### src/common/rv_macros.svh
// ==========================================================
// Core-wide widths, start address and major opcodes
// ==========================================================
`ifndef RV_MACROS_SVH
`define RV_MACROS_SVH

// Datapath and register file geometry
`define RV_XLEN        32
`define RV_REG_ADDR_W  5
`define RV_NUM_REGS    32
`define RV_STRB_W      4

// Fetch
`define RV_RESET_PC    32'h0000_0000
`define RV_PC_STEP     32'd4

// Major opcodes of the kept instruction groups
`define RV_OPC_OP      7'b0110011   // Register-register ALU
`define RV_OPC_OP_IMM  7'b0010011   // Register-immediate ALU
`define RV_OPC_STORE   7'b0100011   // SB, SH, SW

`endif

### src/common/rv_pkg.sv
// ==========================================================
// Shared types of the pipeline
// Words, register indices, byte strobes, operation codes
// ==========================================================
`include "rv_macros.svh"

package rv_pkg;

    // Data word or byte address
    typedef logic [`RV_XLEN-1:0] word_t;

    // Index into the register file
    typedef logic [`RV_REG_ADDR_W-1:0] reg_addr_t;

    // One bit per byte lane of a store
    typedef logic [`RV_STRB_W-1:0] strobe_t;

    // ALU operation, shared by R-type, I-type and address calculation
    typedef enum logic [2:0] {
        ALU_ADD,
        ALU_SUB,
        ALU_AND,
        ALU_OR,
        ALU_XOR,
        ALU_SLT
    } alu_op_e;

    // Store access width
    typedef enum logic [1:0] {
        MEM_BYTE,
        MEM_HALF,
        MEM_WORD
    } mem_size_e;

endpackage

### src/common/decoded_op_if.sv
// ==========================================================
// Decoded operation from decode into execute
// ==========================================================
`timescale 1ns/1ps

interface decoded_op_if import rv_pkg::*; ();

    alu_op_e   alu_op;
    reg_addr_t rs1;
    reg_addr_t rs2;
    reg_addr_t rd;
    word_t     rs1_data;
    word_t     rs2_data;
    word_t     imm;
    logic      use_imm;     // Operand B from imm
    logic      reg_write;
    logic      mem_write;
    mem_size_e mem_size;

    modport producer (
        output alu_op, rs1, rs2, rd, rs1_data, rs2_data, imm,
        output use_imm, reg_write, mem_write, mem_size
    );

    modport consumer (
        input alu_op, rs1, rs2, rd, rs1_data, rs2_data, imm,
        input use_imm, reg_write, mem_write, mem_size
    );

endinterface

### src/common/exec_result_if.sv
// ==========================================================
// Executed operation from the EX/MEM register to memory
// ==========================================================
`timescale 1ns/1ps

interface exec_result_if import rv_pkg::*; ();

    word_t     result;      // ALU result or store address
    word_t     store_data;
    reg_addr_t rd;
    logic      reg_write;
    logic      mem_write;
    mem_size_e mem_size;

    // Execute also reads its own outputs back for forwarding
    modport producer (
        output result, store_data, rd,
        output reg_write, mem_write, mem_size
    );

    modport consumer (
        input result, store_data, rd,
        input reg_write, mem_write, mem_size
    );

endinterface

### src/rtl/reg_file.sv
// ==========================================================
// Register file, 32 words, x0 reads as zero
// Write-through bypass to both read ports
// ==========================================================
`timescale 1ns/1ps
`include "rv_macros.svh"

module reg_file import rv_pkg::*; (
    input  logic      clk,
    input  logic      reset,
    input  reg_addr_t rs1,
    input  reg_addr_t rs2,
    output word_t     rs1_data,
    output word_t     rs2_data,
    input  logic      wb_en,
    input  reg_addr_t wb_rd,
    input  word_t     wb_data
);

    word_t regs [`RV_NUM_REGS];

    always_ff @(posedge clk or posedge reset) begin
        if (reset) begin
            for (int i = 0; i < `RV_NUM_REGS; i++) begin
                regs[i] <= '0;
            end
        end else if (wb_en && wb_rd != '0) begin
            regs[wb_rd] <= wb_data;
        end
    end

    // Same-cycle write wins over the stored value
    function automatic word_t read_port(input reg_addr_t addr);
        if (addr == '0)
            return '0;
        if (wb_en && wb_rd == addr)
            return wb_data;
        return regs[addr];
    endfunction

    always_comb begin
        rs1_data = read_port(rs1);
        rs2_data = read_port(rs2);
    end

endmodule

### src/rtl/decode_stage/decode_stage.sv
// ==========================================================
// Fetch and decode stage
// PC, IF/ID register, decoder, immediates, register read
// ==========================================================
`timescale 1ns/1ps
`include "rv_macros.svh"

module decode_stage import rv_pkg::*; (
    input  logic       clk,
    input  logic       reset,
    input  word_t      imem_data,
    output word_t      imem_addr,
    decoded_op_if.producer op,
    input  logic       wb_en,
    input  reg_addr_t  wb_rd,
    input  word_t      wb_data
);

    word_t pc;
    word_t instr_q;             // IF/ID
    logic [6:0] opcode;
    logic [2:0] funct3;
    logic [6:0] funct7;
    word_t imm_i;
    word_t imm_s;

    // ======================================================
    // Fetch
    // ======================================================
    always_ff @(posedge clk or posedge reset) begin
        if (reset) begin
            pc      <= `RV_RESET_PC;
            instr_q <= '0;      // Opcode 0 decodes as no-op
        end else begin
            pc      <= pc + `RV_PC_STEP;
            instr_q <= imem_data;
        end
    end

    assign imem_addr = pc;

    // ======================================================
    // Decode
    // ======================================================
    assign opcode = instr_q[6:0];
    assign funct3 = instr_q[14:12];
    assign funct7 = instr_q[31:25];

    assign op.rd  = instr_q[11:7];
    assign op.rs1 = instr_q[19:15];
    assign op.rs2 = instr_q[24:20];

    // Sign-extended I-type and S-type immediates
    assign imm_i = {{20{instr_q[31]}}, instr_q[31:20]};
    assign imm_s = {{20{instr_q[31]}}, instr_q[31:25], instr_q[11:7]};

    always_comb begin
        op.alu_op    = ALU_ADD;
        op.imm       = imm_i;
        op.use_imm   = 1'b0;
        op.reg_write = 1'b0;
        op.mem_write = 1'b0;
        op.mem_size  = MEM_WORD;
        case (opcode)
            `RV_OPC_OP: begin
                op.reg_write = 1'b1;
                case ({funct7, funct3})
                    {7'h00, 3'b000}: op.alu_op = ALU_ADD;
                    {7'h20, 3'b000}: op.alu_op = ALU_SUB;
                    {7'h00, 3'b111}: op.alu_op = ALU_AND;
                    {7'h00, 3'b110}: op.alu_op = ALU_OR;
                    {7'h00, 3'b100}: op.alu_op = ALU_XOR;
                    {7'h00, 3'b010}: op.alu_op = ALU_SLT;
                    default:         op.reg_write = 1'b0;
                endcase
            end
            `RV_OPC_OP_IMM: begin
                op.reg_write = 1'b1;
                op.use_imm   = 1'b1;
                case (funct3)
                    3'b000:  op.alu_op = ALU_ADD;
                    3'b111:  op.alu_op = ALU_AND;
                    3'b110:  op.alu_op = ALU_OR;
                    3'b100:  op.alu_op = ALU_XOR;
                    3'b010:  op.alu_op = ALU_SLT;
                    default: op.reg_write = 1'b0;   // Shifts not supported
                endcase
            end
            `RV_OPC_STORE: begin
                op.imm       = imm_s;
                op.use_imm   = 1'b1;   // Address is rs1 + imm
                op.mem_write = 1'b1;
                case (funct3)
                    3'b000:  op.mem_size = MEM_BYTE;
                    3'b001:  op.mem_size = MEM_HALF;
                    3'b010:  op.mem_size = MEM_WORD;
                    default: op.mem_write = 1'b0;
                endcase
            end
            default: op.reg_write = 1'b0;
        endcase
    end

    // Register read with writeback bypass
    reg_file u_reg_file (
        .clk      (clk),
        .reset    (reset),
        .rs1      (op.rs1),
        .rs2      (op.rs2),
        .rs1_data (op.rs1_data),
        .rs2_data (op.rs2_data),
        .wb_en    (wb_en),
        .wb_rd    (wb_rd),
        .wb_data  (wb_data)
    );

endmodule

### src/rtl/execute_stage/execute_stage.sv
// ==========================================================
// Execute stage
// ID/EX register, operand forwarding, ALU, EX/MEM register
// ==========================================================
`timescale 1ns/1ps

module execute_stage import rv_pkg::*; (
    input  logic      clk,
    input  logic      reset,
    decoded_op_if.consumer  op,
    exec_result_if.producer res,
    input  logic      wb_en,
    input  reg_addr_t wb_rd,
    input  word_t     wb_data
);

    // ID/EX contents
    alu_op_e   ex_alu_op;
    reg_addr_t ex_rs1;
    reg_addr_t ex_rs2;
    reg_addr_t ex_rd;
    word_t     ex_rs1_data;
    word_t     ex_rs2_data;
    word_t     ex_imm;
    logic      ex_use_imm;
    logic      ex_reg_write;
    logic      ex_mem_write;
    mem_size_e ex_mem_size;

    logic  mem_hit_a, mem_hit_b;
    logic  wb_hit_a, wb_hit_b;
    word_t fwd_a, fwd_b;
    word_t operand_b;
    word_t alu_result;

    // ======================================================
    // ID/EX register
    // ======================================================
    always_ff @(posedge clk or posedge reset) begin
        if (reset) begin
            ex_reg_write <= 1'b0;
            ex_mem_write <= 1'b0;
        end else begin
            ex_reg_write <= op.reg_write;
            ex_mem_write <= op.mem_write;
        end
    end

    always_ff @(posedge clk) begin
        ex_alu_op   <= op.alu_op;
        ex_rs1      <= op.rs1;
        ex_rs2      <= op.rs2;
        ex_rd       <= op.rd;
        ex_rs1_data <= op.rs1_data;
        ex_rs2_data <= op.rs2_data;
        ex_imm      <= op.imm;
        ex_use_imm  <= op.use_imm;
        ex_mem_size <= op.mem_size;
    end

    // ======================================================
    // Forwarding, memory stage first, then writeback
    // ======================================================
    assign mem_hit_a = res.reg_write && (res.rd != '0) && (res.rd == ex_rs1);
    assign mem_hit_b = res.reg_write && (res.rd != '0) && (res.rd == ex_rs2);
    assign wb_hit_a  = wb_en && (wb_rd != '0) && (wb_rd == ex_rs1);
    assign wb_hit_b  = wb_en && (wb_rd != '0) && (wb_rd == ex_rs2);

    assign fwd_a = mem_hit_a ? res.result : (wb_hit_a ? wb_data : ex_rs1_data);
    assign fwd_b = mem_hit_b ? res.result : (wb_hit_b ? wb_data : ex_rs2_data);

    assign operand_b = ex_use_imm ? ex_imm : fwd_b;

    // ALU
    always_comb begin
        case (ex_alu_op)
            ALU_ADD: alu_result = fwd_a + operand_b;
            ALU_SUB: alu_result = fwd_a - operand_b;
            ALU_AND: alu_result = fwd_a & operand_b;
            ALU_OR:  alu_result = fwd_a | operand_b;
            ALU_XOR: alu_result = fwd_a ^ operand_b;
            ALU_SLT: alu_result = word_t'($signed(fwd_a) < $signed(operand_b));
            default: alu_result = '0;
        endcase
    end

    // ======================================================
    // EX/MEM register
    // ======================================================
    always_ff @(posedge clk or posedge reset) begin
        if (reset) begin
            res.reg_write <= 1'b0;
            res.mem_write <= 1'b0;
        end else begin
            res.reg_write <= ex_reg_write;
            res.mem_write <= ex_mem_write;
        end
    end

    always_ff @(posedge clk) begin
        res.result     <= alu_result;
        res.store_data <= fwd_b;        // Forwarded rs2 for stores
        res.rd         <= ex_rd;
        res.mem_size   <= ex_mem_size;
    end

endmodule

### src/rtl/memory_stage/memory_stage.sv
// ==========================================================
// Memory stage
// Store lane alignment and strobes, MEM/WB register
// ==========================================================
`timescale 1ns/1ps

module memory_stage import rv_pkg::*; (
    input  logic      clk,
    input  logic      reset,
    exec_result_if.consumer res,
    output word_t     dmem_addr,
    output word_t     dmem_wdata,
    output strobe_t   dmem_wstrb,
    output logic      dmem_wr,
    output logic      wb_en,
    output reg_addr_t wb_rd,
    output word_t     wb_data
);

    strobe_t lane_strb;

    // ======================================================
    // Store formatting
    // ======================================================
    always_comb begin
        case (res.mem_size)
            MEM_BYTE: begin
                dmem_wdata = word_t'(res.store_data[7:0]) << {res.result[1:0], 3'b000};
                lane_strb  = strobe_t'(1) << res.result[1:0];
            end
            MEM_HALF: begin
                if (res.result[1]) begin
                    dmem_wdata = {res.store_data[15:0], 16'h0000};
                    lane_strb  = 4'b1100;
                end else begin
                    dmem_wdata = {16'h0000, res.store_data[15:0]};
                    lane_strb  = 4'b0011;
                end
            end
            default: begin      // Word
                dmem_wdata = res.store_data;
                lane_strb  = 4'b1111;
            end
        endcase
    end

    assign dmem_addr  = res.result;
    assign dmem_wr    = res.mem_write;
    assign dmem_wstrb = res.mem_write ? lane_strb : '0;   // Quiet between stores

    // ======================================================
    // MEM/WB register
    // ======================================================
    always_ff @(posedge clk or posedge reset) begin
        if (reset) begin
            wb_en <= 1'b0;
        end else begin
            wb_en <= res.reg_write;
        end
    end

    always_ff @(posedge clk) begin
        wb_rd   <= res.rd;
        wb_data <= res.result;
    end

endmodule

### src/rtl/rv_core_top.sv
// ==========================================================
// Five-stage integer core for a reduced RV32I subset
// ==========================================================
`timescale 1ns/1ps

module rv_core_top import rv_pkg::*; (
    input  logic    clk,
    input  logic    reset,
    input  word_t   imem_data,
    output word_t   imem_addr,
    output word_t   dmem_addr,
    output word_t   dmem_wdata,
    output strobe_t dmem_wstrb,
    output logic    dmem_wr
);

    // Writeback bus back to decode and execute
    logic      wb_en;
    reg_addr_t wb_rd;
    word_t     wb_data;

    decoded_op_if  dec_op ();
    exec_result_if ex_res ();

    decode_stage u_decode (
        .clk       (clk),
        .reset     (reset),
        .imem_data (imem_data),
        .imem_addr (imem_addr),
        .op        (dec_op.producer),
        .wb_en     (wb_en),
        .wb_rd     (wb_rd),
        .wb_data   (wb_data)
    );

    execute_stage u_execute (
        .clk     (clk),
        .reset   (reset),
        .op      (dec_op.consumer),
        .res     (ex_res.producer),
        .wb_en   (wb_en),
        .wb_rd   (wb_rd),
        .wb_data (wb_data)
    );

    memory_stage u_memory (
        .clk        (clk),
        .reset      (reset),
        .res        (ex_res.consumer),
        .dmem_addr  (dmem_addr),
        .dmem_wdata (dmem_wdata),
        .dmem_wstrb (dmem_wstrb),
        .dmem_wr    (dmem_wr),
        .wb_en      (wb_en),
        .wb_rd      (wb_rd),
        .wb_data    (wb_data)
    );

endmodule

### config.mk
export PLATFORM = sky130hd
export DESIGN_NAME = rv_core_top
export DESIGN_NICKNAME = d
export VERILOG_FILES = /design/src/common/rv_pkg.sv /design/src/common/decoded_op_if.sv /design/src/common/exec_result_if.sv /design/src/rtl/reg_file.sv /design/src/rtl/decode_stage/decode_stage.sv /design/src/rtl/execute_stage/execute_stage.sv /design/src/rtl/memory_stage/memory_stage.sv /design/src/rtl/rv_core_top.sv
export VERILOG_INCLUDE_DIRS = /design/src /design/src/common
export SDC_FILE = /design/constraint.sdc
export NUM_CORES = 2
export LEC_CHECK = 0
export BUFFER_PORTS_ARGS = -buffer_cell sky130_fd_sc_hd__buf_2
export CORE_MARGIN = 2
export CORE_UTILIZATION = 25
export CTS_CLUSTER_SIZE = 24
export DETAILED_ROUTE_END_ITERATION = 16
export GPL_ROUTABILITY_DRIVEN = 0
export GPL_TIMING_DRIVEN = 0
export PLACE_DENSITY = 0.43
export REMOVE_ABC_BUFFERS = 1
export SETUP_SLACK_MARGIN = 0.2
export SYNTH_ARGS = -nofsm -noshare
export SYNTH_HDL_FRONTEND = slang
export SYNTH_SLANG_ARGS = --single-unit
### constraint.sdc
create_clock -name clk -period 114.8 [get_ports clk]
set_input_delay 17.22 -clock clk [delete_from_list [all_inputs] [get_ports clk]]
set_output_delay 17.22 -clock clk [all_outputs]
set_load 0.03 [all_outputs]
==> summary.txt <==
Synth
  • Top cell type's share of synthesized area: 39.7%
  • Synth async-reset ratio: 84.2%
  • Largest family of logic cells by synthesized area: multiplexers
  • Synth Area in Compound Gates: 6.22%
  • Number of synthesized flops with an enable pin: 0
  • Post-synth cell types: 90
  • Adder-Cell Fraction of Synth Area: 1.82%
  • Syn Area/Cell: 13.7 um^2
  • Synth area leader: dfrtp_1
  • Ys flop type: dfrtp_1
  • Cell area after synthesis: 0.0687 mm^2
  • Mapped Cells: 5034
  • Seq/Total Area, Yosys: 45.7%
  • Number of synthesized register bits: 1296
  • Yosys Warn Count: 0
  • Synth Area in Simple Gates: 3.56%
  • XOR/XNOR Fraction of Synth Area: 0.828%
  • Synth area leaders: dfrtp_1 40%, mux4_2 18%, mux2_2 17%
  • Count leader, synth: dfrtp_1
  • Commonest cells post-synth: 1091 x dfrtp_1, 1028 x mux2_2, 559 x mux4_2, 334 x clkbuf_1, 205 x dfxtp_1
  • Mux cell area share after synthesis: 38.3%

Clock tree
  • Post-CTS sizing: 0
  • Post-CTS setup buffers: 0
  • H-tree levels: 4
  • Post-CTS Hold Buffers: 0
  • CTS tree: done
  • Inserted Clock Buffers: 164
  • Root buf cell: clkbuf_16
  • Worst-path clk slew: 60 ps
  • Worst-Skew Late Latency: 840 ps
  • Number of clock sinks: 1296
  • Clock Path Buffers: 4

GRT
  • Largest net degree at the start of global routing: 124
  • Total grt overflow: 0
  • Tot GR Track Use: 17.9%
  • Antenna violations before repair: 13
  • Vias in the first global route: 46300
  • First-pass GRT wire length: 359000 um

Setup path
  • FF-to-FF setup slack: 107990 ps
  • CP endpoint kind: primary output
  • Max FO, Critical Path: 9
  • Setup CP Type: register to primary output
  • Critical Path Max Stage Delay: 780 ps
  • Critical Path, Cell by Cell: nand2_1 -> nor3_1 -> a22o_1 -> buf_2
  • Critical Path AT: 3050 ps
  • Critical path's slowest cell: nor3_1
  • Worst endpoint required time: 97580 ps
  • CP startpoint kind: register

Pwr
  • Int Pwr: 790 uW
  • Maximum VDD drop: 10.5 uV
  • Pwr dens: 13.0 mW/mm^2
  • Clk pwr share: 50.0%
  • Comb power frac: 5.3%
  • Pleak: 0.0358 uW
  • NetSw: 260 uW
  • Part of the power in registers: 44.7%
  • Sw Share: 24.8%

Die
  • Starting Density: 25.1%
  • Io pins: 135
  • Die area: 0.279 mm^2
  • Core area: 0.274 mm^2
  • FP Rows: 192
  • Die Ht: 528 um
  • Die Span X: 528 um

Route
  • Routed vias: 44700
  • Vias per cell: 5.15
  • DR iter-0 viols: 3518
  • Wirelength per Cell: 29.1 um
  • Final WL: 253000 um
  • DR DRC count: 0
  • DRT antenna net count: 0
  • Iteration count of the initial detailed-routing pass: 6

Cells and area
  • Syn-to-layout area delta: 17.3%
  • Post-route cell area: 0.0806 mm^2
  • Final nets: 5096
  • Share of cells above drive strength 1: 43.3%

Place
  • Placed standard-cell area: 0.0751 mm^2
  • Port Buffers: 132
  • HPWL after detailed placement: 164000 um

Timing
  • Setup tns final: 0 ps
  • F_max: 0.0493 GHz
  • Worst Max-Slew Pin Slew: 1510 ps
  • Final max-slew violation count: 3
  • Clock skew: 65.4 ps
  • Slew headroom: -1.57%
  • Final period util: 17.7%
  • Final Critical Period: 20270 ps
  • # setup viols final: 0
  • Unrepaired setup endpoints after global routing: no
  • Final Hold Vio Count: 0

Status
  • Status: finished with violations
  • Failing checks: max-capacitance violations, max-slew violations

Hold path
  • Tightest Hold Check Type: register to register

Run
  • Max-cap violation count: 1
## cell families after synthesis
family | Yosys count
adders and majority gates | 99
AOI/OAI and AO/OA | 612
muxes | 1799
other | 1
and+or+nand+nor | 536
DFF | 1296
buffers and inverters | 626
xor gates and xnor gates | 65
## critical path: cells and delay by family (launching register included)
kind	cells	cell delay, ps
AO/OA/AOI/OAI	1	290
buffers and inverters	1	200
flip-flops	1	730
AND/OR/NAND/NOR	2	970
## final cells by class
class                      count  area, um^2
fill                       27300      193000
multi-input combinational   3113       35200
sequential                  1296       31400
clock buffer                 239        4880
tap                         3589        4490
timing repair buffer         271        3640
clock inverter                53         513
inverter                     117         448
antenna                       14        35.0
## through the flow
step / instances / setup WS (ps) / total power (uW) / util [%] / hold WS (ps)
5_1_grt: 8681 / 94440 / 1090 / 29.5 / 332
6_report: 8692 / 94530 / 1050 / 29.5 / 329
3_3_place_gp: 8247 / 52030 / 541 / 26.3 / 313
4_1_cts: 8677 / 94520 / 1070 / 29.4 / 330
2_1_floorplan: 4526 / 66860 / 512 / - / 310
3_5_place_dp: 8385 / 94440 / 534 / 27.5 / 314
## flip-flops by register name, indices dropped and copies added, names as in the netlist, 2 cells and up
| signal | count |
|---|---|
| u_decode.u_reg_file.regs | 1024 |
| u_decode.instr_q | 32 |
| u_execute.ex_rs1_data | 32 |
| u_execute.ex_rs2_data | 32 |
| u_execute.res.result | 32 |
| u_execute.res.store_data | 32 |
| u_memory.wb_data | 32 |
| u_decode.imem_addr | 30 |
| u_execute.ex_imm | 12 |
| u_execute.ex_rd | 5 |
| u_execute.ex_rs1 | 5 |
| u_execute.ex_rs2 | 5 |
| u_execute.res.rd | 5 |
| u_memory.wb_rd | 5 |
| u_execute.ex_alu_op | 3 |
| u_execute.ex_mem_size | 2 |
| u_execute.res.mem_size | 2 |
## cell usage in the layout (no fill, tap or decap), drive strengths merged, types with 9 or more instances in the layout
master and count:
a211oi 89, o211ai 25, o21bai 9, clkinv 35, a21oi 125, clkbuf 239
a31oi 13, o22ai 39, mux2 1037, mux4 559, nor2 173, mux2i 203
nand2b 20, ha 97, a22o 16, o21ai 91, nor4 16, xor2 22
nand4 10, inv 123, diode 14, xnor2 43, a21o 39, and3 19
dfrtp 1091, nor3 15, nor2b 11, dfxtp 205, o31ai 13, nand2 187
nand3 41, and2 13, o221ai 19, buf 271, a221oi 21, o21a 37
## final timing paths
check	cells past startpoint	to	start
max reg2reg	19	u_execute.res.result[0]$_SDFF_PN0_	u_memory.wb_rd[3]$_DFF_P_
min in group asynchronous	2	u_decode.u_reg_file.regs[631]$_DFFE_PP0P_	reset
min reg2reg	0	u_execute.res.mem_size[0]$_DFF_P_	u_execute.ex_mem_size[0]$_SDFF_PP0_
max in group asynchronous	6	u_decode.instr_q[23]$_DFF_PP0_	reset
min	0	u_execute.res.mem_size[0]$_DFF_P_	u_execute.ex_mem_size[0]$_SDFF_PP0_
max	4	dmem_wdata[9]	u_execute.res.result[0]$_SDFF_PN0_
## power groups by stage
stage          clock network [uW]  logic, uW  registers (uW)
4_1_cts                       540       56.4             470
3_3_place_gp                    0       47.2             494
6_report                      525       55.2             469
5_1_grt                       559       59.4             470
2_1_floorplan                   0       31.2             481
3_5_place_dp                    0       56.2             478
## per-layer routing
| metal | up-vias | track usage, % | wire length [um] |
|---|---|---|---|
| met2 | 1158 | 29.3 | 120000 |
| li1 | 18900 | - | - |
| met3 | 361 | 2.87 | 12300 |
| met4 | 4 | 5.63 | 8530 |
| met1 | 24300 | 24.0 | 111000 |
| met5 | - | 0.260 | 116 |
Note: power is estimated with default switching activity, not from simulation.
